==> src/include/dma_params.svh <==
`ifndef DMA_PARAMS_SVH
`define DMA_PARAMS_SVH

// bus and register widths
`define DMA_ADDR_W 32
`define DMA_DATA_W 32
`define DMA_COUNT_W 14
`define DMA_CTRL_W 16

`define DMA_NUM_CH 2

// control word fields
`define DMA_DSTMODE_LSB 5 // bits 6..5
`define DMA_SRCMODE_LSB 7 // bits 8..7
`define DMA_WORD_BIT 10
`define DMA_IRQ_BIT 14

`endif

==> src/hw/dmaBusPkg.sv <==
`default_nettype none

`include "dma_params.svh"

package dmaBusPkg;

  typedef logic [`DMA_ADDR_W-1:0] addr_t;
  typedef logic [`DMA_DATA_W-1:0] data_t;

  // 1 = halfword, 2 = word
  typedef logic [1:0] size_t;

  // units left to move, 0 stands for 16384
  typedef logic [`DMA_COUNT_W-1:0] count_t;

endpackage

`default_nettype wire

==> src/hw/dmaCtrlPkg.sv <==
`default_nettype none

`include "dma_params.svh"

package dmaCtrlPkg;

  // raw control word as seen at the config port
  typedef logic [`DMA_CTRL_W-1:0] ctrl_t;

  // per-side address stepping, code 3 steps up like code 0
  typedef enum logic [1:0] {
    stepInc    = 2'd0,
    stepDec    = 2'd1,
    stepFixed  = 2'd2,
    stepIncAlt = 2'd3
  } stepMode_t;

  typedef enum logic [1:0] {
    seqOff    = 2'd0,
    seqQueued = 2'd1, // waiting for the bus
    seqRead   = 2'd2,
    seqWrite  = 2'd3
  } seqState_t;

endpackage

`default_nettype wire

==> src/hw/dmaChannelIf.sv <==
`timescale 1ns/100ps
`default_nettype none

interface dmaChannelIf (
  input logic clk,
  input logic rst_b
);
  import dmaBusPkg::*;

  logic  busReq; // wants the bus for the next unit
  logic  grant;
  logic  active; // in a read or write cycle
  logic  write;
  addr_t addr;
  data_t wdata;
  size_t size;

  modport channel (
    input  clk, rst_b, grant,
    output busReq, active, write, addr, wdata, size
  );

  modport arbiter (
    input  clk, rst_b, busReq, active, write, addr, wdata, size,
    output grant
  );

endinterface

`default_nettype wire

==> src/hw/dmaSequencer.sv <==
`timescale 1ns/100ps
`default_nettype none

module dmaSequencer (
  input  logic clk,
  input  logic rst_b,
  input  logic accept,
  input  logic grant,
  input  logic memWait,
  input  logic lastUnit,
  input  logic irqEn,
  output logic busReq,
  output logic active,
  output logic write,
  output logic loadRegs,
  output logic stepSrc,
  output logic stepDst,
  output logic captureData,
  output logic irq,
  output logic idle
);
  import dmaCtrlPkg::*;

  seqState_t state, nextState;

  always_ff @(posedge clk or negedge rst_b) begin
    if (!rst_b) begin
      state <= seqOff;
    end else begin
      state <= nextState;
    end
  end

  always_comb begin
    nextState   = state;
    busReq      = 1'b0;
    active      = 1'b0;
    write       = 1'b0;
    loadRegs    = 1'b0;
    stepSrc     = 1'b0;
    stepDst     = 1'b0;
    captureData = 1'b0;
    irq         = 1'b0;
    idle        = 1'b0;
    case (state)
      seqOff: begin
        idle = 1'b1;
        if (accept) begin
          loadRegs  = 1'b1;
          nextState = seqQueued;
        end
      end
      seqQueued: begin
        busReq = 1'b1;
        if (grant && !memWait) begin
          nextState = seqRead;
        end
      end
      seqRead: begin
        active = 1'b1;
        if (!memWait) begin
          captureData = 1'b1; // read data valid on this edge
          stepSrc     = 1'b1;
          nextState   = seqWrite;
        end
      end
      seqWrite: begin
        active = 1'b1;
        write  = 1'b1;
        busReq = !lastUnit; // ask to keep the bus for the next pair
        if (!memWait) begin
          stepDst = 1'b1;
          if (lastUnit) begin
            irq       = irqEn;
            nextState = seqOff;
          end else if (grant) begin
            nextState = seqRead;
          end else begin
            nextState = seqQueued; // higher priority channel takes over here
          end
        end
      end
      default: nextState = seqOff;
    endcase
  end

  // a read cycle only ever starts from a granted request
  assert property (@(posedge clk) disable iff (!rst_b)
    (state == seqRead && $past(state) != seqRead) |-> $past(grant));

endmodule

`default_nettype wire

==> src/hw/dmaAddressPath.sv <==
`timescale 1ns/100ps
`default_nettype none

`include "dma_params.svh"

module dmaAddressPath (
  input  logic              clk,
  input  logic              rst_b,
  input  logic              loadRegs,
  input  logic              stepSrc,
  input  logic              stepDst,
  input  logic              captureData,
  input  logic              write,
  input  dmaBusPkg::addr_t  cfgSrc,
  input  dmaBusPkg::addr_t  cfgDst,
  input  dmaBusPkg::count_t cfgCount,
  input  dmaCtrlPkg::ctrl_t cfgCtrl,
  input  dmaBusPkg::data_t  memRdata,
  output dmaBusPkg::addr_t  addr,
  output dmaBusPkg::data_t  wdata,
  output dmaBusPkg::size_t  size,
  output logic              lastUnit,
  output logic              irqEn
);
  import dmaBusPkg::*;
  import dmaCtrlPkg::*;

  addr_t     srcAddr;
  addr_t     dstAddr;
  addr_t     unitStep;
  count_t    remaining;
  ctrl_t     ctrl;
  data_t     dataReg;
  logic      wordUnit;
  stepMode_t srcMode;
  stepMode_t dstMode;

  function automatic addr_t stepAddr(addr_t cur, stepMode_t mode, addr_t delta);
    case (mode)
      stepDec:   return cur - delta;
      stepFixed: return cur;
      default:   return cur + delta;
    endcase
  endfunction

  assign wordUnit = ctrl[`DMA_WORD_BIT];
  assign srcMode  = stepMode_t'(ctrl[`DMA_SRCMODE_LSB +: 2]);
  assign dstMode  = stepMode_t'(ctrl[`DMA_DSTMODE_LSB +: 2]);
  assign unitStep = wordUnit ? addr_t'(4) : addr_t'(2);
  assign irqEn    = ctrl[`DMA_IRQ_BIT];

  // a loaded zero wraps through the full range, giving 16384 units
  assign lastUnit = (remaining == count_t'(1));

  always_ff @(posedge clk or negedge rst_b) begin
    if (!rst_b) begin
      ctrl      <= '0;
      remaining <= '0;
    end else if (loadRegs) begin
      ctrl      <= cfgCtrl;
      remaining <= cfgCount;
    end else if (stepDst) begin
      remaining <= remaining - count_t'(1);
    end
  end

  always_ff @(posedge clk) begin
    if (loadRegs) begin
      srcAddr <= cfgSrc;
      dstAddr <= cfgDst;
    end else begin
      if (stepSrc) srcAddr <= stepAddr(srcAddr, srcMode, unitStep);
      if (stepDst) dstAddr <= stepAddr(dstAddr, dstMode, unitStep);
    end
    if (captureData) dataReg <= memRdata;
  end

  assign addr = write ? dstAddr : srcAddr;
  assign size = wordUnit ? size_t'(2) : size_t'(1);

  always_comb begin
    wdata = dataReg;
    if (!wordUnit && dstAddr[1]) begin
      wdata[`DMA_DATA_W-1 -: 16] = dataReg[15:0]; // halfword to upper lane
    end
  end

endmodule

`default_nettype wire

==> src/hw/dmaChannel.sv <==
`timescale 1ns/100ps
`default_nettype none

module dmaChannel (
  input  logic              clk,
  input  logic              rst_b,
  input  logic              cfgValid,
  output logic              cfgReady,
  input  dmaBusPkg::addr_t  cfgSrc,
  input  dmaBusPkg::addr_t  cfgDst,
  input  dmaBusPkg::count_t cfgCount,
  input  dmaCtrlPkg::ctrl_t cfgCtrl,
  input  dmaBusPkg::data_t  memRdata,
  input  logic              memWait,
  output logic              irq,
  dmaChannelIf.channel      bus
);
  import dmaBusPkg::*;

  logic  accept, idle;
  logic  loadRegs, stepSrc, stepDst, captureData;
  logic  lastUnit, irqEn;
  logic  busReq, active, write;
  addr_t addr;
  data_t wdata;
  size_t size;

  // config is taken only while the sequencer sits in off
  assign cfgReady = idle;
  assign accept   = cfgValid && idle;

  dmaSequencer seq (
    .clk, .rst_b, .accept, .grant(bus.grant), .memWait, .lastUnit, .irqEn,
    .busReq, .active, .write, .loadRegs, .stepSrc, .stepDst, .captureData,
    .irq, .idle
  );

  dmaAddressPath path (
    .clk, .rst_b, .loadRegs, .stepSrc, .stepDst, .captureData, .write,
    .cfgSrc, .cfgDst, .cfgCount, .cfgCtrl, .memRdata,
    .addr, .wdata, .size, .lastUnit, .irqEn
  );

  assign bus.busReq = busReq;
  assign bus.active = active;
  assign bus.write  = write;
  assign bus.addr   = addr;
  assign bus.wdata  = wdata;
  assign bus.size   = size;

endmodule

`default_nettype wire

==> src/hw/dmaArbiter.sv <==
`timescale 1ns/100ps
`default_nettype none

`include "dma_params.svh"

module dmaArbiter (
  dmaChannelIf.arbiter     ch0,
  dmaChannelIf.arbiter     ch1,
  output logic             memActive,
  output logic             memWrite,
  output dmaBusPkg::addr_t memAddr,
  output dmaBusPkg::data_t memWdata,
  output dmaBusPkg::size_t memSize
);
  logic [`DMA_NUM_CH-1:0] req, act, grantVec;

  assign req = {ch1.busReq, ch0.busReq};
  assign act = {ch1.active, ch0.active};

  // lower index wins, and nobody starts while another channel holds the bus
  always_comb begin
    logic higherReq;
    logic othersActive;
    higherReq = 1'b0;
    for (int i = 0; i < `DMA_NUM_CH; i++) begin
      othersActive = 1'b0;
      for (int j = 0; j < `DMA_NUM_CH; j++) begin
        if (j != i) othersActive = othersActive | act[j];
      end
      grantVec[i] = req[i] && !higherReq && !othersActive;
      higherReq   = higherReq | req[i];
    end
  end

  assign ch0.grant = grantVec[0];
  assign ch1.grant = grantVec[1];

  assign memActive = |act;
  assign memWrite  = (ch0.active && ch0.write) || (ch1.active && ch1.write);
  assign memAddr   = ch1.active ? ch1.addr : ch0.addr;
  assign memWdata  = ch1.active ? ch1.wdata : ch0.wdata;
  assign memSize   = ch1.active ? ch1.size : ch0.size;

  assert property (@(posedge ch0.clk) disable iff (!ch0.rst_b)
    !(ch0.active && ch1.active));

  assert property (@(posedge ch0.clk) disable iff (!ch0.rst_b)
    !(ch0.grant && ch1.grant));

endmodule

`default_nettype wire

==> src/hw/dmaTop.sv <==
`timescale 1ns/100ps
`default_nettype none

module dmaTop (
  input  logic              clk,
  input  logic              rst_b,
  // channel 0 config
  input  logic              cfgValid0,
  output logic              cfgReady0,
  input  dmaBusPkg::addr_t  cfgSrc0,
  input  dmaBusPkg::addr_t  cfgDst0,
  input  dmaBusPkg::count_t cfgCount0,
  input  dmaCtrlPkg::ctrl_t cfgCtrl0,
  // channel 1 config
  input  logic              cfgValid1,
  output logic              cfgReady1,
  input  dmaBusPkg::addr_t  cfgSrc1,
  input  dmaBusPkg::addr_t  cfgDst1,
  input  dmaBusPkg::count_t cfgCount1,
  input  dmaCtrlPkg::ctrl_t cfgCtrl1,
  // memory bus
  input  dmaBusPkg::data_t  memRdata,
  input  logic              memWait,
  output logic              memActive,
  output logic              memWrite,
  output dmaBusPkg::addr_t  memAddr,
  output dmaBusPkg::data_t  memWdata,
  output dmaBusPkg::size_t  memSize,
  output logic              irq0,
  output logic              irq1
);

  dmaChannelIf bus0 (.clk, .rst_b);
  dmaChannelIf bus1 (.clk, .rst_b);

  dmaChannel ch0 (
    .clk, .rst_b,
    .cfgValid(cfgValid0), .cfgReady(cfgReady0),
    .cfgSrc(cfgSrc0), .cfgDst(cfgDst0), .cfgCount(cfgCount0), .cfgCtrl(cfgCtrl0),
    .memRdata, .memWait,
    .irq(irq0),
    .bus(bus0.channel)
  );

  dmaChannel ch1 (
    .clk, .rst_b,
    .cfgValid(cfgValid1), .cfgReady(cfgReady1),
    .cfgSrc(cfgSrc1), .cfgDst(cfgDst1), .cfgCount(cfgCount1), .cfgCtrl(cfgCtrl1),
    .memRdata, .memWait,
    .irq(irq1),
    .bus(bus1.channel)
  );

  // channel 0 has priority
  dmaArbiter arb (
    .ch0(bus0.arbiter),
    .ch1(bus1.arbiter),
    .memActive, .memWrite, .memAddr, .memWdata, .memSize
  );

endmodule

`default_nettype wire

==> config.mk <==
export PLATFORM = sky130hd
export DESIGN_NAME = dmaTop
export DESIGN_NICKNAME = d
export VERILOG_FILES = /design/src/hw/dmaBusPkg.sv /design/src/hw/dmaCtrlPkg.sv /design/src/hw/dmaChannelIf.sv /design/src/hw/dmaSequencer.sv /design/src/hw/dmaAddressPath.sv /design/src/hw/dmaChannel.sv /design/src/hw/dmaArbiter.sv /design/src/hw/dmaTop.sv
export VERILOG_INCLUDE_DIRS = /design/src /design/src/include
export SDC_FILE = /design/constraint.sdc
export NUM_CORES = 1
export LEC_CHECK = 0
export ABC_AREA = 1
export BUFFER_PORTS_ARGS = -buffer_cell sky130_fd_sc_hd__buf_2
export CAP_MARGIN = 30
export CORE_MARGIN = 2
export CORE_UTILIZATION = 45
export CTS_BUF_LIST = sky130_fd_sc_hd__clkbuf_4 sky130_fd_sc_hd__clkbuf_8
export CTS_CLUSTER_SIZE = 12
export DETAILED_ROUTE_END_ITERATION = 12
export PLACE_DENSITY = 0.76
export SLEW_MARGIN = 20
export SYNTH_ARGS = -nofsm -noshare
export SYNTH_HDL_FRONTEND = slang
export SYNTH_HIERARCHICAL = 1
export SYNTH_SLANG_ARGS = --single-unit
==> constraint.sdc <==
create_clock -name clk -period 4.9 [get_ports clk]
set_input_delay 0 -clock clk [delete_from_list [all_inputs] [get_ports clk]]
set_output_delay 0 -clock clk [all_outputs]
set_load 0.005 [all_outputs]
==> results by group <==
Floorplan
  • Chip width: 219.8 µm
  • Top Ports: 297
  • Chip Height: 219.8 µm
  • CORE AREA: 46260 µm²
  • FP Rows: 79
  • Die area: 48310 µm²
  • Initial Utilization: 45.30%

GRT
  • Largest net degree at the start of global routing: 77
  • Initial antenna violation count: 3
  • All-Layer GR Usage: 30.50%
  • Vias in the first global route: 21200
  • Grt ovf: 0
  • First-pass GRT wire length: 114400 µm

STA
  • Fin crit share: 72.57%
  • RSZ-0062 raised after global routing: false
  • Final Max Slew Viols: 0
  • Worst Max-Slew Pin Slew: 0.9704 ns
  • Slew HR: 35.30%
  • Minimum clock period: 3.556 ns
  • Fin Hold WS: 0.05073 ns
  • Fin. Hold Viols: 0
  • Clock Skew: 0.07131 ns
  • F_max: 281.2 MHz
  • Setup TNS: 0 ns
  • Endpoints failing setup: 0

Drt
  • Via Count: 23070
  • Via density: 5.318
  • Initial drt markers: 2128
  • DRC viols: 0
  • 1st-pass router iterations: 6
  • Wire length per cell: 17.35 µm
  • WL final: 75270 µm
  • Post-route ant nets: 0

Synthesis
  • Synth warnings: 6
  • Mapped Cells: 3291
  • Ys flop type: edfxtp_1
  • Synthesized cell area: 20960 µm²
  • Syn Nets: 3534
  • Number of flops mapped to enable cells by yosys: 192
  • Seq/Total Area, Yosys: 32.77%
  • Post-synthesis register bit count: 236
  • Syn Area/Cell: 6.368 µm²
  • Async SR Flop Fraction: 18.64%
  • Cell variety after synth: 44

Clock network
  • CTS Buf Count: 46
  • CTS H-tree depth: 2
  • CTS Buffer Depth: 3
  • CTS sink cnt: 236
  • Root buffer cell: clkbuf_8
  • Post-CTS repair timing setup buffer count: 0
  • Clock slew at reported path FFs: 0.06 ns
  • Clk_lat worst skew: 0.64 ns
  • Post-CTS resize count: 0
  • CTS tree: yes
  • Post-CTS Hold Fix Bufs: 209

Pwr
  • Power Density: 728.2 nW/µm²
  • P_leak: 12.85 nW
  • Peak VDD IR: 0.0003833 V

Setup path
  • CP startpoint: ch0/path/ctrl[7]$_DFFE_PN0P_
  • Setup crit start kind: register
  • Critical path cell sequence: nand2_2 -> nor2_1 -> ha_1 -> nand2_1 -> inv_1 -> nor2_1 -> nor2_1 -> nand2_1 -> nand2_1 -> nand3_1 -> nand3_1 -> nand2_1 -> nand3_1 -> nand3_1 -> nand2_1
  • CP max FO: 27
  • WP data arrival: 3.93 ns
  • Critical path class: register to register
  • Worst r2r path cells: 15
  • Worst Path Required: 5.28 ns
  • Slowest stage cell, crit path: dfrtp_1
  • Critical R2R Launch: ch0/path/ctrl[7]$_DFFE_PN0P_
  • Cell family with most CP delay: simple AND/OR/NAND/NOR gates
  • CP Depth: 15
  • Most frequent CP cell: nand2_1
  • Reg2Reg Setup Slack: 1.34 ns
  • Crit path capture: ch0/path/srcAddr[29]$_DFFE_PP_
  • RR Endpoint: ch0/path/srcAddr[29]$_DFFE_PP_
  • WP buf/inv: 1
  • Crit path largest cell delay: 0.97 ns
  • Critical Path End Type: register

Layout
  • Area growth syn-to-layout: 22.18%
  • Fraction of layout cells with a size suffix above 1: 13.19%
  • Final nets: 3936
  • Finished Layout Cells: 4339

Place
  • GP Congestion: 1.023
  • Placed insts: 4040
  • Port buffer count: 276
  • Dpl hpwl: 54990 µm

Min path
  • Worst Hold Class: primary input to asynchronous set/reset pin

Job
  • Max-Cap Viols: 0

Run status
  • Status: complete, no violations
[cell families (layout without fill, tap and decap cells)]
group	after synthesis	count (layout)	share of synthesized area, %
other	0	3	0
AND/OR/NAND/NOR	2037	2037	39.57
flip-flops	236	236	32.77
buffers and inverters	583	1021	12.25
XOR/XNOR	70	70	2.926
AO/OA/AOI/OAI	311	311	9.481
multiplexers	36	36	1.934
adder cells (fa/ha/maj)	18	18	1.075
[state kept, by name, summed over array words and instances, names as in the netlist, 14 cells and up]
signal / cells
ch0/path/srcAddr: 32
ch1/path/dataReg: 32
ch0/path/remaining: 14
ch1/path/remaining: 14
ch1/path/dstAddr: 32
ch0/path/dataReg: 32
ch1/path/srcAddr: 32
ch0/path/dstAddr: 32
[power by group]
group / switching (mW) / internal [mW] / total, mW
logic: 8.27 / 3.83 / 12.1
clock network: 0.971 / 1.45 / 2.42
registers: 0.672 / 3.46 / 4.13
total: 9.91 / 8.73 / 18.6
[layout make-up]
class	count	area (µm²)
flip-flops and latches	236	6868
clock buffers	65	819.5
clock inverters	19	270.3
inverters	425	1595
well taps	607	759.5
fillers	4482	20650
multi-input cells	2472	11550
diodes	3	7.507
repair buffers	512	3732
[worst min-delay path by stage]
stage,from,to,slack [ns],cells past startpoint
floorplan,rst_b,ch0/path/ctrl[10]$_DFFE_PN0P_,-0.30,0
global placement,rst_b,ch1/path/remaining[1]$_DFFE_PN0N_,0.17,2
detailed placement,rst_b,ch1/path/remaining[1]$_DFFE_PN0N_,0.17,2
CTS,rst_b,ch1/path/ctrl[8]$_DFFE_PN0P_,0.01,3
global route,memRdata[3],ch1/path/dataReg[3]$_DFFE_PP_,0.1,2
finish,rst_b,ch1/path/ctrl[10]$_DFFE_PN0P_,0.05,3
[metal layers]
metal | track usage (%) | wire (µm) | up-vias
met5 | 0 | 9 | -
met4 | 12.57 | 3100 | 2
met3 | 6.073 | 6707 | 177
met2 | 50.46 | 34690 | 1061
met1 | 38.88 | 30770 | 10490
li1 | - | - | 11340
[stage by stage]
step	util [%]	setup slack, ns	total power, mW	instance area (µm²)
3_3_place_gp	48.30	1.570	15.51	22340
2_1_floorplan	-	1.566	12.50	20960
5_1_grt	55.34	1.164	20.21	25600
4_1_cts	55.22	1.494	18.29	25540
3_5_place_dp	48.34	1.507	15.67	22360
6_report	55.35	1.344	18.64	25600
[synth_stat cells (all sizes together) (30+ instances only)]
cell type | count | area, µm²
inv | 423 | 1588
clkbuf | 49 | 183.9
nand4 | 30 | 187.7
xor2 | 52 | 455.4
edfxtp | 192 | 5766
a41oi | 58 | 508.0
nor2 | 232 | 938.4
o21ai | 160 | 800.8
mux2 | 36 | 405.4
nand2 | 1440 | 5458
dfrtp | 44 | 1101
a21oi | 32 | 160.2
buf | 109 | 788.3
nand3 | 300 | 1501
[placed cells by master (no fill, tap or decap), types with 9 or more instances in the layout]
master / netlist / layout
nand2_1: 1421 / 1421
inv_1: 400 / 398
nand3_1: 300 / 300
buf_2: 33 / 276
dlygate4sd3_1: 0 / 209
nor2_1: 211 / 207
edfxtp_1: 192 / 192
o21ai_0: 141 / 141
a41oi_1: 58 / 58
clkbuf_8: 0 / 53
xor2_1: 52 / 52
dfrtp_1: 44 / 43
mux2_2: 36 / 36
a21oi_1: 32 / 32
nand4_1: 30 / 30
inv_2: 23 / 23
buf_4: 49 / 22
nor3_1: 19 / 19
o21ai_1: 19 / 19
nor2_2: 18 / 18
xnor2_1: 18 / 18
nand2_2: 18 / 18
ha_1: 18 / 18
a41o_1: 16 / 16
o211ai_1: 12 / 12
clkbuf_4: 0 / 12
o221ai_1: 9 / 9
[tightest hold or removal path, cell delays in order]
cell	delay, ns
dlygate4sd3_1	0.52
buf_2	0.09
buf_4	0.54
Note: power is estimated with default switching activity, not from simulation.
